==> config.mk <==
export PLATFORM = sky130hd
export DESIGN_NAME = mem_stage
export DESIGN_NICKNAME = d
export VERILOG_FILES = /design/src/rtl/mem_stage_pkg.sv /design/src/rtl/mem_store_format.sv /design/src/rtl/mem_align_check.sv /design/src/rtl/mem_load_result.sv /design/src/rtl/mem_wb_reg.sv /design/src/rtl/mem_stage.sv
export SDC_FILE = /design/constraint.sdc
export NUM_CORES = 1
export LEC_CHECK = 0
export BUFFER_PORTS_ARGS = -buffer_cell sky130_fd_sc_hd__buf_2
export CAP_MARGIN = 20
export CORE_AREA = 2 2 191 193
export CTS_BUF_LIST = sky130_fd_sc_hd__clkbuf_8
export DETAILED_ROUTE_END_ITERATION = 12
export DIE_AREA = 0 0 193 195
export GPL_TIMING_DRIVEN = 0
export PLACE_DENSITY_LB_ADDON = 0.1
export RECOVER_POWER = 100
export SYNTH_ARGS = -nofsm -noshare
export SYNTH_HDL_FRONTEND = slang
export SYNTH_HIERARCHICAL = 1
export SYNTH_SLANG_ARGS = --single-unit
export TNS_END_PERCENT = 100
==> constraint.sdc <==
create_clock -name clk -period 2.41 [get_ports clk]
set_clock_uncertainty 0.1 [all_clocks]
set_input_delay 0.3615 -clock clk [delete_from_list [all_inputs] [get_ports clk]]
set_output_delay 0.3615 -clock clk [all_outputs]
set_load 0.02 [all_outputs]
==> src/rtl/mem_stage_pkg.sv <==
`default_nettype none

package mem_stage_pkg;

  // One data or address word
  typedef logic [31:0] word_t;

  // One strobe bit per byte lane
  typedef logic [3:0] strb_t;

  // Memory word seen as bytes or as halfwords
  // Lane 0 is the least significant byte
  typedef union packed {
    word_t            word;
    logic [3:0][7:0]  bytes;
    logic [1:0][15:0] halves;
  } mem_word_u;

  // Source of the value written back to rd
  typedef enum logic [1:0] {
    RES_ALU = 2'b00,
    RES_LD  = 2'b01,
    RES_PC4 = 2'b10,
    RES_TGT = 2'b11
  } res_src_t;

  // Trap cause carried down the pipeline
  typedef enum logic [1:0] {
    TRAP_NONE          = 2'b00,
    TRAP_ILLEGAL       = 2'b01,
    TRAP_ECALL         = 2'b10,
    TRAP_LDST_MISALIGN = 2'b11
  } trap_code_t;

  // Load and store funct3 encodings
  localparam logic [2:0] F3_B  = 3'b000;
  localparam logic [2:0] F3_H  = 3'b001;
  localparam logic [2:0] F3_W  = 3'b010;
  localparam logic [2:0] F3_BU = 3'b100;
  localparam logic [2:0] F3_HU = 3'b101;

  // Access size, low two bits of funct3
  localparam logic [1:0] SIZE_BYTE = 2'b00;
  localparam logic [1:0] SIZE_HALF = 2'b01;
  localparam logic [1:0] SIZE_WORD = 2'b10;

endpackage

`default_nettype wire

==> src/rtl/mem_store_format.sv <==
`timescale 1ns/1ps
`default_nettype none

module mem_store_format (
  input  logic                 mem_write,
  input  logic [2:0]           funct3,
  input  logic [1:0]           addr_low,
  input  mem_stage_pkg::word_t store_data,
  output mem_stage_pkg::word_t wdata,
  output mem_stage_pkg::strb_t wstrb
);

  // Size field of the store
  logic [1:0] size;

  // Raw store value and its lane-replicated copy
  mem_stage_pkg::mem_word_u src;
  mem_stage_pkg::mem_word_u rep;

  // Strobes before the write gate
  mem_stage_pkg::strb_t strb_raw;

  assign size = funct3[1:0];

  always_comb begin
    src.word = store_data;
    rep.word = src.word;
    strb_raw = 4'b1111;
    case (size)
      mem_stage_pkg::SIZE_BYTE: begin
        // Low byte copied into every lane
        rep.bytes[0] = src.bytes[0];
        rep.bytes[1] = src.bytes[0];
        rep.bytes[2] = src.bytes[0];
        rep.bytes[3] = src.bytes[0];
        strb_raw     = 4'b0001 << addr_low;
      end
      mem_stage_pkg::SIZE_HALF: begin
        // Low half copied into both halves
        rep.halves[0] = src.halves[0];
        rep.halves[1] = src.halves[0];
        // Upper or lower half selected by address bit 1
        strb_raw      = addr_low[1] ? 4'b1100 : 4'b0011;
      end
      default: begin
        // Full word, all lanes written
        rep.word = src.word;
        strb_raw = 4'b1111;
      end
    endcase
  end

  assign wdata = rep.word;

  // No lanes enabled unless a store is requested
  assign wstrb = mem_write ? strb_raw : '0;

endmodule

`default_nettype wire

==> src/rtl/mem_align_check.sv <==
`timescale 1ns/1ps
`default_nettype none

module mem_align_check (
  input  logic       clk,
  input  logic       rst_n,
  input  logic       mem_read,
  input  logic       mem_write,
  input  logic [2:0] funct3,
  input  logic [1:0] addr_low,
  input  logic       trap_in,
  output logic       misalign,
  output logic       trap_any,
  output logic       dmem_ren,
  output logic       dmem_we
);

  // Only a real access can be misaligned
  always_comb begin
    misalign = 1'b0;
    if (mem_read || mem_write) begin
      case (funct3[1:0])
        // Bytes are always aligned
        mem_stage_pkg::SIZE_BYTE: misalign = 1'b0;
        // Halfword needs an even address
        mem_stage_pkg::SIZE_HALF: misalign = addr_low[0];
        // Word needs both low bits clear
        mem_stage_pkg::SIZE_WORD: misalign = |addr_low;
        default:                  misalign = 1'b0;
      endcase
    end
  end

  // New fault or a trap raised earlier in the pipe
  assign trap_any = trap_in | misalign;

  // A trapping instruction must not touch memory
  assign dmem_ren = mem_read && !trap_any;
  assign dmem_we  = mem_write && !trap_any;

  // Misaligned half or word address never reaches the data memory
  a_no_access_on_misalign : assert property (
    @(posedge clk) disable iff (!rst_n)
    ((funct3[1:0] == mem_stage_pkg::SIZE_HALF && addr_low[0]) ||
     (funct3[1:0] == mem_stage_pkg::SIZE_WORD && addr_low != 2'b00))
    |-> !(dmem_ren || dmem_we)
  );

endmodule

`default_nettype wire

==> src/rtl/mem_load_result.sv <==
`timescale 1ns/1ps
`default_nettype none

module mem_load_result (
  input  logic [2:0]              funct3,
  input  logic [1:0]              addr_low,
  input  mem_stage_pkg::word_t    rdata,
  input  mem_stage_pkg::res_src_t res_src,
  input  mem_stage_pkg::word_t    alu_result,
  input  mem_stage_pkg::word_t    pc_plus4,
  input  mem_stage_pkg::word_t    jb_target,
  output mem_stage_pkg::word_t    load_data,
  output mem_stage_pkg::word_t    result
);

  // Returned word with byte and half views
  mem_stage_pkg::mem_word_u rword;

  // Lane picked by the address offset
  logic [7:0]  sel_byte;
  logic [15:0] sel_half;

  assign rword.word = rdata;

  // Byte lane from both offset bits
  assign sel_byte = rword.bytes[addr_low];

  // Half lane from address bit 1 only
  assign sel_half = rword.halves[addr_low[1]];

  // Extension by load kind
  always_comb begin
    case (funct3)
      mem_stage_pkg::F3_B: begin
        load_data = {{24{sel_byte[7]}}, sel_byte};
      end
      mem_stage_pkg::F3_H: begin
        load_data = {{16{sel_half[15]}}, sel_half};
      end
      mem_stage_pkg::F3_BU: begin
        load_data = {24'h000000, sel_byte};
      end
      mem_stage_pkg::F3_HU: begin
        load_data = {16'h0000, sel_half};
      end
      mem_stage_pkg::F3_W: begin
        load_data = rword.word;
      end
      default: begin
        // Unused codes behave as a word load
        load_data = rword.word;
      end
    endcase
  end

  // Forwarding value of this stage
  // Load results go out on load_data instead
  always_comb begin
    case (res_src)
      mem_stage_pkg::RES_PC4: result = pc_plus4;
      mem_stage_pkg::RES_TGT: result = jb_target;
      mem_stage_pkg::RES_ALU: result = alu_result;
      default:                result = alu_result;
    endcase
  end

endmodule

`default_nettype wire

==> src/rtl/mem_wb_reg.sv <==
`timescale 1ns/1ps
`default_nettype none

module mem_wb_reg #(
  parameter int PIPELINED = 1
) (
  input  logic                      clk,
  input  logic                      rst_n,
  input  logic                      stall,
  input  logic                      op_active,
  input  logic                      valid_in,
  input  logic                      reg_write_in,
  input  mem_stage_pkg::res_src_t   res_src_in,
  input  logic [4:0]                rd_in,
  input  mem_stage_pkg::word_t      alu_result_in,
  input  mem_stage_pkg::word_t      load_data_in,
  input  mem_stage_pkg::word_t      pc_plus4_in,
  input  mem_stage_pkg::word_t      jb_target_in,
  input  logic                      trap_any,
  input  logic                      misalign,
  input  mem_stage_pkg::trap_code_t trap_code_in,
  output logic                      valid_wb,
  output logic                      reg_write_wb,
  output mem_stage_pkg::res_src_t   res_src_wb,
  output logic [4:0]                rd_wb,
  output mem_stage_pkg::word_t      alu_result_wb,
  output mem_stage_pkg::word_t      load_data_wb,
  output mem_stage_pkg::word_t      pc_plus4_wb,
  output mem_stage_pkg::word_t      jb_target_wb,
  output logic                      trap_wb,
  output mem_stage_pkg::trap_code_t trap_code_wb
);

  if (PIPELINED != 0) begin : g_registered
    // Misalign seen while a multi-cycle op holds the MEM instruction
    logic misalign_hold;
    // Any trap, including one remembered across the stall
    logic trap_all;

    assign trap_all = trap_any | misalign_hold;

    // Cleared once the MEM instruction advances
    always_ff @(posedge clk) begin
      if (!rst_n) begin
        misalign_hold <= 1'b0;
      end else if (!stall) begin
        misalign_hold <= 1'b0;
      end else if (op_active) begin
        misalign_hold <= misalign_hold | misalign;
      end
    end

    always_ff @(posedge clk) begin
      if (!rst_n) begin
        valid_wb      <= 1'b0;
        reg_write_wb  <= 1'b0;
        res_src_wb    <= mem_stage_pkg::RES_ALU;
        rd_wb         <= '0;
        alu_result_wb <= '0;
        load_data_wb  <= '0;
        pc_plus4_wb   <= '0;
        jb_target_wb  <= '0;
        trap_wb       <= 1'b0;
        trap_code_wb  <= mem_stage_pkg::TRAP_NONE;
      end else if (!stall) begin
        valid_wb      <= valid_in;
        // Trapping instruction never writes rd
        reg_write_wb  <= reg_write_in && !trap_all;
        res_src_wb    <= res_src_in;
        rd_wb         <= rd_in;
        alu_result_wb <= alu_result_in;
        load_data_wb  <= load_data_in;
        pc_plus4_wb   <= pc_plus4_in;
        jb_target_wb  <= jb_target_in;
        trap_wb       <= trap_all;
        // Size fault overrides the incoming code
        trap_code_wb  <= (misalign | misalign_hold) ?
                         mem_stage_pkg::TRAP_LDST_MISALIGN : trap_code_in;
      end else if (op_active) begin
        // Held instruction retires only once
        valid_wb <= 1'b0;
      end
    end

    // Multi-cycle stall kills the retire slot at that edge
    a_stall_clears_valid : assert property (
      @(posedge clk) disable iff (!rst_n)
      (stall && op_active) |=> !valid_wb
    );

    // Plain stall freezes every writeback output
    a_stall_holds_wb : assert property (
      @(posedge clk) disable iff (!rst_n)
      (stall && !op_active) |=> $stable({valid_wb, reg_write_wb, res_src_wb, rd_wb,
                                         alu_result_wb, load_data_wb, pc_plus4_wb,
                                         jb_target_wb, trap_wb, trap_code_wb})
    );
  end else begin : g_passthrough
    // Writeback sees the MEM values in the same cycle
    assign valid_wb      = valid_in;
    assign reg_write_wb  = reg_write_in && !trap_any;
    assign res_src_wb    = res_src_in;
    assign rd_wb         = rd_in;
    assign alu_result_wb = alu_result_in;
    assign load_data_wb  = load_data_in;
    assign pc_plus4_wb   = pc_plus4_in;
    assign jb_target_wb  = jb_target_in;
    assign trap_wb       = trap_any;
    assign trap_code_wb  = misalign ? mem_stage_pkg::TRAP_LDST_MISALIGN : trap_code_in;
  end

endmodule

`default_nettype wire

==> src/rtl/mem_stage.sv <==
`timescale 1ns/1ps
`default_nettype none

module mem_stage #(
  parameter int PIPELINED = 1
) (
  input  logic                      clk,
  input  logic                      rst_n,
  // Hazard control
  input  logic                      mem_wb_stall,
  input  logic                      op_active,
  // From execute
  input  logic                      valid_mem,
  input  logic                      reg_write_mem,
  input  logic                      mem_read_mem,
  input  logic                      mem_write_mem,
  input  mem_stage_pkg::res_src_t   res_src_mem,
  input  logic [4:0]                rd_mem,
  input  logic [2:0]                funct3_mem,
  input  mem_stage_pkg::word_t      alu_result_mem,
  input  mem_stage_pkg::word_t      rs2_data_mem,
  input  mem_stage_pkg::word_t      pc_plus4_mem,
  input  mem_stage_pkg::word_t      jb_target_mem,
  input  logic                      trap_mem,
  input  mem_stage_pkg::trap_code_t trap_code_mem,
  // Data memory, read data returns in the same cycle
  output logic                      dmem_ren,
  output mem_stage_pkg::word_t      dmem_raddr,
  input  mem_stage_pkg::word_t      dmem_rdata,
  output logic                      dmem_we,
  output mem_stage_pkg::word_t      dmem_waddr,
  output mem_stage_pkg::word_t      dmem_wdata,
  output mem_stage_pkg::strb_t      dmem_wstrb,
  // To writeback
  output logic                      valid_wb,
  output logic                      reg_write_wb,
  output mem_stage_pkg::res_src_t   res_src_wb,
  output logic [4:0]                rd_wb,
  output mem_stage_pkg::word_t      alu_result_wb,
  output mem_stage_pkg::word_t      load_data_wb,
  output mem_stage_pkg::word_t      pc_plus4_wb,
  output mem_stage_pkg::word_t      jb_target_wb,
  output logic                      trap_wb,
  output mem_stage_pkg::trap_code_t trap_code_wb,
  // Forwarding
  output mem_stage_pkg::word_t      result_mem,
  output mem_stage_pkg::word_t      load_data_mem
);

  // Size fault of the current access
  logic misalign;
  // Size fault or incoming trap
  logic trap_any;

  // Word-aligned addresses, lanes chosen by strobes
  assign dmem_raddr = {alu_result_mem[31:2], 2'b00};
  assign dmem_waddr = {alu_result_mem[31:2], 2'b00};

  mem_store_format st_fmt_i (
    .mem_write  (mem_write_mem),
    .funct3     (funct3_mem),
    .addr_low   (alu_result_mem[1:0]),
    .store_data (rs2_data_mem),
    .wdata      (dmem_wdata),
    .wstrb      (dmem_wstrb)
  );

  mem_align_check align_i (
    .clk       (clk),
    .rst_n     (rst_n),
    .mem_read  (mem_read_mem),
    .mem_write (mem_write_mem),
    .funct3    (funct3_mem),
    .addr_low  (alu_result_mem[1:0]),
    .trap_in   (trap_mem),
    .misalign  (misalign),
    .trap_any  (trap_any),
    .dmem_ren  (dmem_ren),
    .dmem_we   (dmem_we)
  );

  mem_load_result ld_res_i (
    .funct3     (funct3_mem),
    .addr_low   (alu_result_mem[1:0]),
    .rdata      (dmem_rdata),
    .res_src    (res_src_mem),
    .alu_result (alu_result_mem),
    .pc_plus4   (pc_plus4_mem),
    .jb_target  (jb_target_mem),
    .load_data  (load_data_mem),
    .result     (result_mem)
  );

  mem_wb_reg #(
    .PIPELINED (PIPELINED)
  ) wb_reg_i (
    .clk           (clk),
    .rst_n         (rst_n),
    .stall         (mem_wb_stall),
    .op_active     (op_active),
    .valid_in      (valid_mem),
    .reg_write_in  (reg_write_mem),
    .res_src_in    (res_src_mem),
    .rd_in         (rd_mem),
    .alu_result_in (alu_result_mem),
    .load_data_in  (load_data_mem),
    .pc_plus4_in   (pc_plus4_mem),
    .jb_target_in  (jb_target_mem),
    .trap_any      (trap_any),
    .misalign      (misalign),
    .trap_code_in  (trap_code_mem),
    .valid_wb      (valid_wb),
    .reg_write_wb  (reg_write_wb),
    .res_src_wb    (res_src_wb),
    .rd_wb         (rd_wb),
    .alu_result_wb (alu_result_wb),
    .load_data_wb  (load_data_wb),
    .pc_plus4_wb   (pc_plus4_wb),
    .jb_target_wb  (jb_target_wb),
    .trap_wb       (trap_wb),
    .trap_code_wb  (trap_code_wb)
  );

endmodule

`default_nettype wire

=== Word level (Yosys, flattened, before mapping) ===
Cells that the tools add are included.
W data, S select, Z words.

* Add/sub/neg operators: 0
* Multiply operators: 0
* Div/mod/pow operators: 0
* $lt $le $gt $ge: 2
* Equality and inequality tests: 8
* Shifts and indexed selects: 1
* Muxes and demuxes: 15
* Bitwise gates (word level): 3
* Reduce and logical (&&, ||, !) cells: 10

{| class="wikitable"
|+ Operators by type and width
! kind !! count
|-
| $pmux W32 S2 || 2
|-
| $pmux W32 S4 || 1
|-
| $mux W16 || 2
|-
| $bmux W8 S2 || 1
|-
| $mux W4 || 2
|-
| $mux W8 || 1
|-
| $pmux W4 S2 || 1
|-
| $eq A2 B2 Y1 const B || 3
|-
| $eq A3 B3 Y1 const B || 2
|-
| $shl A1 B2 Y4 const A || 1
|-
| $eq A3 B1 Y1 const B || 1
|-
| $logic_and A1 B1 Y1 || 3
|-
| $logic_not A3 Y1 || 1
|-
| $lt A2 B3 Y1 const B || 1
|-
| $mux W1 || 3
|-
| $or A1 B1 Y1 || 3
|-
| $eq A2 B1 Y1 const B || 1
|-
| $logic_not A1 Y1 || 2
|-
| $logic_not A2 Y1 || 1
|-
| $lt A1 B2 Y1 const B || 1
|-
| $mux W2 || 1
|-
| $ne A2 B1 Y1 const B || 1
|-
| $pmux W1 S2 || 1
|-
| $reduce_and A2 Y1 || 1
|-
| other kinds (2) || 2
|}

* Flip-flop bits (word level): 141
* Latch bits: 0
* Bits in writable memories: 0
* ROM bits: 0
* Input bits: 181
* Output and inout port bits: 306
* Word-level logic and storage cells: 50
* Memories: 0

=== Longest topological paths before layout ===
* Depth after elaboration: 7
* Mapped depth: 7

=== Hierarchy ===
The synthesis kept the hierarchy.

{| class="wikitable"
|+ Modules (own cells, without submodules)
! module !! instances !! cells each !! area an instance (um^2) !! sequential area each (um^2)
|-
| mem_wb_reg || 1 || 459 || 5282.6 || 2822.7
|-
| mem_load_result || 1 || 225 || 1445.1 || 0.0
|-
| mem_store_format || 1 || 64 || 514.2 || 0.0
|-
| mem_stage || 1 || 65 || 484.2 || 0.0
|-
| mem_align_check || 1 || 12 || 87.6 || 0.0
|}

=== Worst setup path before layout ===
Ideal clock, no wire load.

* Path type: input -> output
* Start point: input port alu_result_mem[0]
* End point: output port load_data_mem[10]
* Arrival: 1.606 ns
* Slack: 0.343 ns
* Cell stages on the path: 5
* Path through: buf_6 > mux4_2 > and2_4 > buf_6 > a221o_1

* Word-level cells in the longest chain between the ends: 3

{| class="wikitable"
|+ Ends and longest elaborated chain
! what !! RTL line !! text
|-
| start, declared || mem_stage.sv:20 || <nowiki>input mem_stage_pkg::word_t alu_result_mem,</nowiki>
|-
| $bmux W8 S2 || mem_load_result.sv:26 || <nowiki>assign sel_byte = rword.bytes[addr_low];</nowiki>
|-
| $mux W8 (implied by the code) || mem_load_result.sv:26 ||
|-
| $pmux W32 S4 || mem_load_result.sv:33 || <nowiki>case (funct3)</nowiki>
|-
| end, declared || mem_stage.sv:47 || <nowiki>output mem_stage_pkg::word_t load_data_mem</nowiki>
|}

Every way passes these cells. The select of a mux whose other input is x is not followed.

=== Worst setup path after layout ===
* Start point: input port alu_result_mem[1]
* End point: output port load_data_mem[15]

* Word-level cells in the longest chain between the ends: 3

{| class="wikitable"
|+ Ends and longest elaborated chain
! what !! RTL line
|-
| $bmux W8 S2 or $mux W16 (tied branches) || mem_load_result.sv:26, mem_load_result.sv:29
|-
| $mux W8 (implied by the code) or $mux W16 (tied branches) || mem_load_result.sv:26, mem_load_result.sv:29
|-
| $pmux W32 S4 (*) || mem_load_result.sv:33
|}

Mark *: on every way between the ends. The rest lies on a longest branch, timed or not. The select of a mux whose other input is x is not followed.

==> impl_metrics.json <==
{
  "reg2reg_depth": 2,
  "port_buffers": 480,
  "fmax_mhz": 427,
  "h-tree-depth": 4,
  "ys_types": 38,
  "routedWlPerCell_um": 19.0,
  "yosys.area.top_type": "dfxtp_1",
  "worstPathArrival_ns": 1.88,
  "num_vias": 7569,
  "wl_mm": 34.4,
  "die_y_um": 195,
  "synth_edf_count": 0,
  "area_growth_syn_to_layout_pct": 39.8,
  "path_max_fanout": 10,
  "drt-initial-drc-count": 259,
  "cp_num_buf_inv": 4,
  "start_kind": "primary input",
  "overflow": 0,
  "grt_max_degree": 17,
  "synth-async-reset-ratio_pct": 0,
  "placed_cell_area_um2": 10800,
  "ant_nets": 0,
  "netlist_area_um2": 7810,
  "gr-usage-met1_pct": 19.4,
  "path_depth": 7,
  "min_path_cells": 3,
  "grt_pass1_vias": 7613,
  "cp_common_cell": "buf_4",
  "std_cell_rows": 69,
  "drc": 0,
  "drive_gt1_share_pct": 28.2,
  "root_buffer": "clkbuf_8",
  "fin_setup_tns_ns": 0,
  "rsz0062_at_grt": "false",
  "die_w_um": 193,
  "clk_latency_ns": 0.47,
  "rrSetupSlack_ns": 1.18,
  "maxCapViolCount": 0,
  "cts_tree": "done",
  "hold_viol_final": 0,
  "met2_usage_pct": 31.7,
  "routabilityCongestion": 0.824,
  "placed_cells": 1769,
  "core_area_um2": 35400,
  "path_cells": "buf_4 > buf_4 > mux4_2 > and2_4 > buf_6 > a221o_1 > clkbuf_2",
  "path_class": "in -> out",
  "avgViaCountPerCell": 4.18,
  "min_period_ns": 2.34,
  "worst_pin_slew_ns": 0.959,
  "synth-seq-area-share_pct": 36.1,
  "worst_ep_required_time_ns": 1.95,
  "dp_hpwl_mm": 28.1,
  "antenna_found_initial": 7,
  "hold_class": "in -> reg",
  "synth_commonest_cells": "mux2i_1 (189), nor2b_1 (145), dfxtp_1 (141), buf_4 (79), a21oi_1 (43)",
  "ios": 487,
  "cp_top_family": "buffers and inverters",
  "numClockSinks": 141,
  "yosysWarnings": 6,
  "grtUsageMet3_pct": 5.72,
  "drt_first_pass_iters": 4,
  "cpPeakStageDelay_ns": 0.35,
  "ys_seq_elements": 141,
  "synthFlopType": "dfxtp_1",
  "synth_top_area_share_pct": 36.1,
  "yosysMostFrequentCell": "mux2i_1",
  "p_per_area_nw_per_um2": 597,
  "p_leak_nw": 5.06,
  "setup_violations": 0,
  "finalInstanceArea_um2": 10900,
  "clockBufferDepth": 2,
  "clk_pin_slew_ns": 0.09,
  "start_util_pct": 22.1,
  "synth_area_leaders": "dfxtp_1 (36%), mux2i_1 (24%), nor2b_1 (12%), buf_4 (7.6%), a21oi_1 (2.8%)",
  "endpoint_kind": "output pin",
  "grt_usage_pct": 17.7,
  "fin_crit_sh_pct": 97.2,
  "slew_headroom_pct": 36.1,
  "cp_slowest_cell": "mux4_2",
  "syn_inst": 825,
  "die_area_um2": 37600,
  "cts_made_buffers": 17,
  "nFillCells": 3982,
  "layout.cells.non_filler": 1809,
  "run_status": "finished clean",
  "grt_pass1_wl_mm": 48.6,
  "vdd_drop_max_uv": 295,
  "nets": 1512,
  "grt_busiest_layer": "met2",
  "synth_area_per_cell_um2": 9.47,
  "report.final.slew_viol_count": 0
}
## registers in the layout, summed over array words and instances (netlist names)
signal / count
wb_reg_i/g_registered.misalign_hold: 1
wb_reg_i/jb_target_wb: 32
wb_reg_i/alu_result_wb: 32
wb_reg_i/load_data_wb: 32
wb_reg_i/trap_wb: 1
wb_reg_i/pc_plus4_wb: 32
wb_reg_i/trap_code_wb: 2
wb_reg_i/rd_wb: 5
wb_reg_i/res_src_wb: 2
wb_reg_i/reg_write_wb: 1
wb_reg_i/valid_wb: 1
## metal layers
metal	routed length (um)	part of all wire, %	up-vias
met1	13300	39	3465
li1	-	-	3746
met2	17400	50	316
met5	28	0.081	-
met3	3060	8.9	38
met4	672	2.0	4
## stage by stage
| step | worst slack (ns) | hold WS, ns | utilization (%) | power (mW) |
|---|---|---|---|---|
| after floorplan | 0.343 | 0.387 | - | 3.75 |
| after global placement | -0.442 | 0.356 | 30.5 | 4.53 |
| after detailed placement | -0.421 | 0.357 | 30.5 | 4.53 |
| after CTS | 0.0154 | 0.00199 | 31.8 | 6.72 |
| after global routing | 0.0125 | 0.0204 | 30.8 | 6.88 |
| final | 0.0676 | 0.0501 | 30.9 | 6.52 |
## worst reg2reg max path: stages (launching register included)
cell and delay (ns):
dfxtp_1 0.35, or4_1 0.51, and3_1 0.18
## layout make-up
class	count	area (um^2)	area share, %
Buffer	131	828	7.58
Tap cell	461	577	5.28
Clock buffer	19	262	2.39
Timing Repair Buffer	484	2140	19.6
Sequential cell	141	2820	25.8
Clock inverter	13	164	1.50
Antenna cell	6	15.0	0.137
Multi-Input combinational cell	549	4100	37.5
Inverter	5	18.8	0.172
## cells in the final DEF, fill, tap and decap left out, types with 4 or more instances in the layout
| cell | instances |
|---|---|
| a21oi_1 | 44 |
| a221o_1 | 8 |
| a22o_1 | 8 |
| buf_2 | 196 |
| buf_4 | 75 |
| clkbuf_1 | 285 |
| clkbuf_2 | 47 |
| clkbuf_4 | 4 |
| clkbuf_8 | 19 |
| conb_1 | 4 |
| dfxtp_1 | 141 |
| diode_2 | 6 |
| inv_1 | 6 |
| mux2_2 | 16 |
| mux2i_1 | 189 |
| nand2_1 | 42 |
| nand2b_1 | 5 |
| nand3b_1 | 9 |
| nor2_1 | 37 |
| nor2b_1 | 145 |
| o21ai_0 | 8 |
| o22a_1 | 8 |
## kinds of logic after synthesis
family                   Yosys count  share of synthesized area, %
buffers and inverters            138                          11.3
flip-flops                       141                          36.1
multiplexers                     207                          26.9
AO/OA/AOI/OAI                     87                          7.40
other                              1                        0.0480
AND/OR/NAND/NOR                  249                          17.8
adder cells (fa/ha/maj)            2                         0.320
## power by group
| group | leakage, nW | internal, mW | switching (mW) |
|---|---|---|---|
| clock network | 0.218 | 1.09 | 1.04 |
| logic | 3.68 | 0.685 | 1.16 |
| registers | 1.16 | 2.47 | 0.0712 |
## worst paths after layout
path                                                                  startpoint                                     to
worst max-delay path                                           alu_result_mem[1]                      load_data_mem[15]
worst max register to register  wb_reg_i/g_registered.misalign_hold$_SDFFE_PN0P_  wb_reg_i/trap_code_wb[0]$_SDFFE_PN0N_
worst min-delay path                                                   rd_mem[0]         wb_reg_i/rd_wb[0]$_SDFFE_PN0N_
worst min register to register                wb_reg_i/reg_write_wb$_SDFFE_PN0N_     wb_reg_i/reg_write_wb$_SDFFE_PN0N_
## what timing repair did
| action | CTS | global route |
|---|---|---|
| buffers inserted | 2 | 0 |
| setup endpoints to repair | 29 | 23 |
| resized for setup | 5 | 10 |
| pin swaps | 1 | 1 |
| hold buffers | 2 | 0 |
| endpoints found under the hold margin | 2 | 0 |
Power figures use the tool's default switching activity.
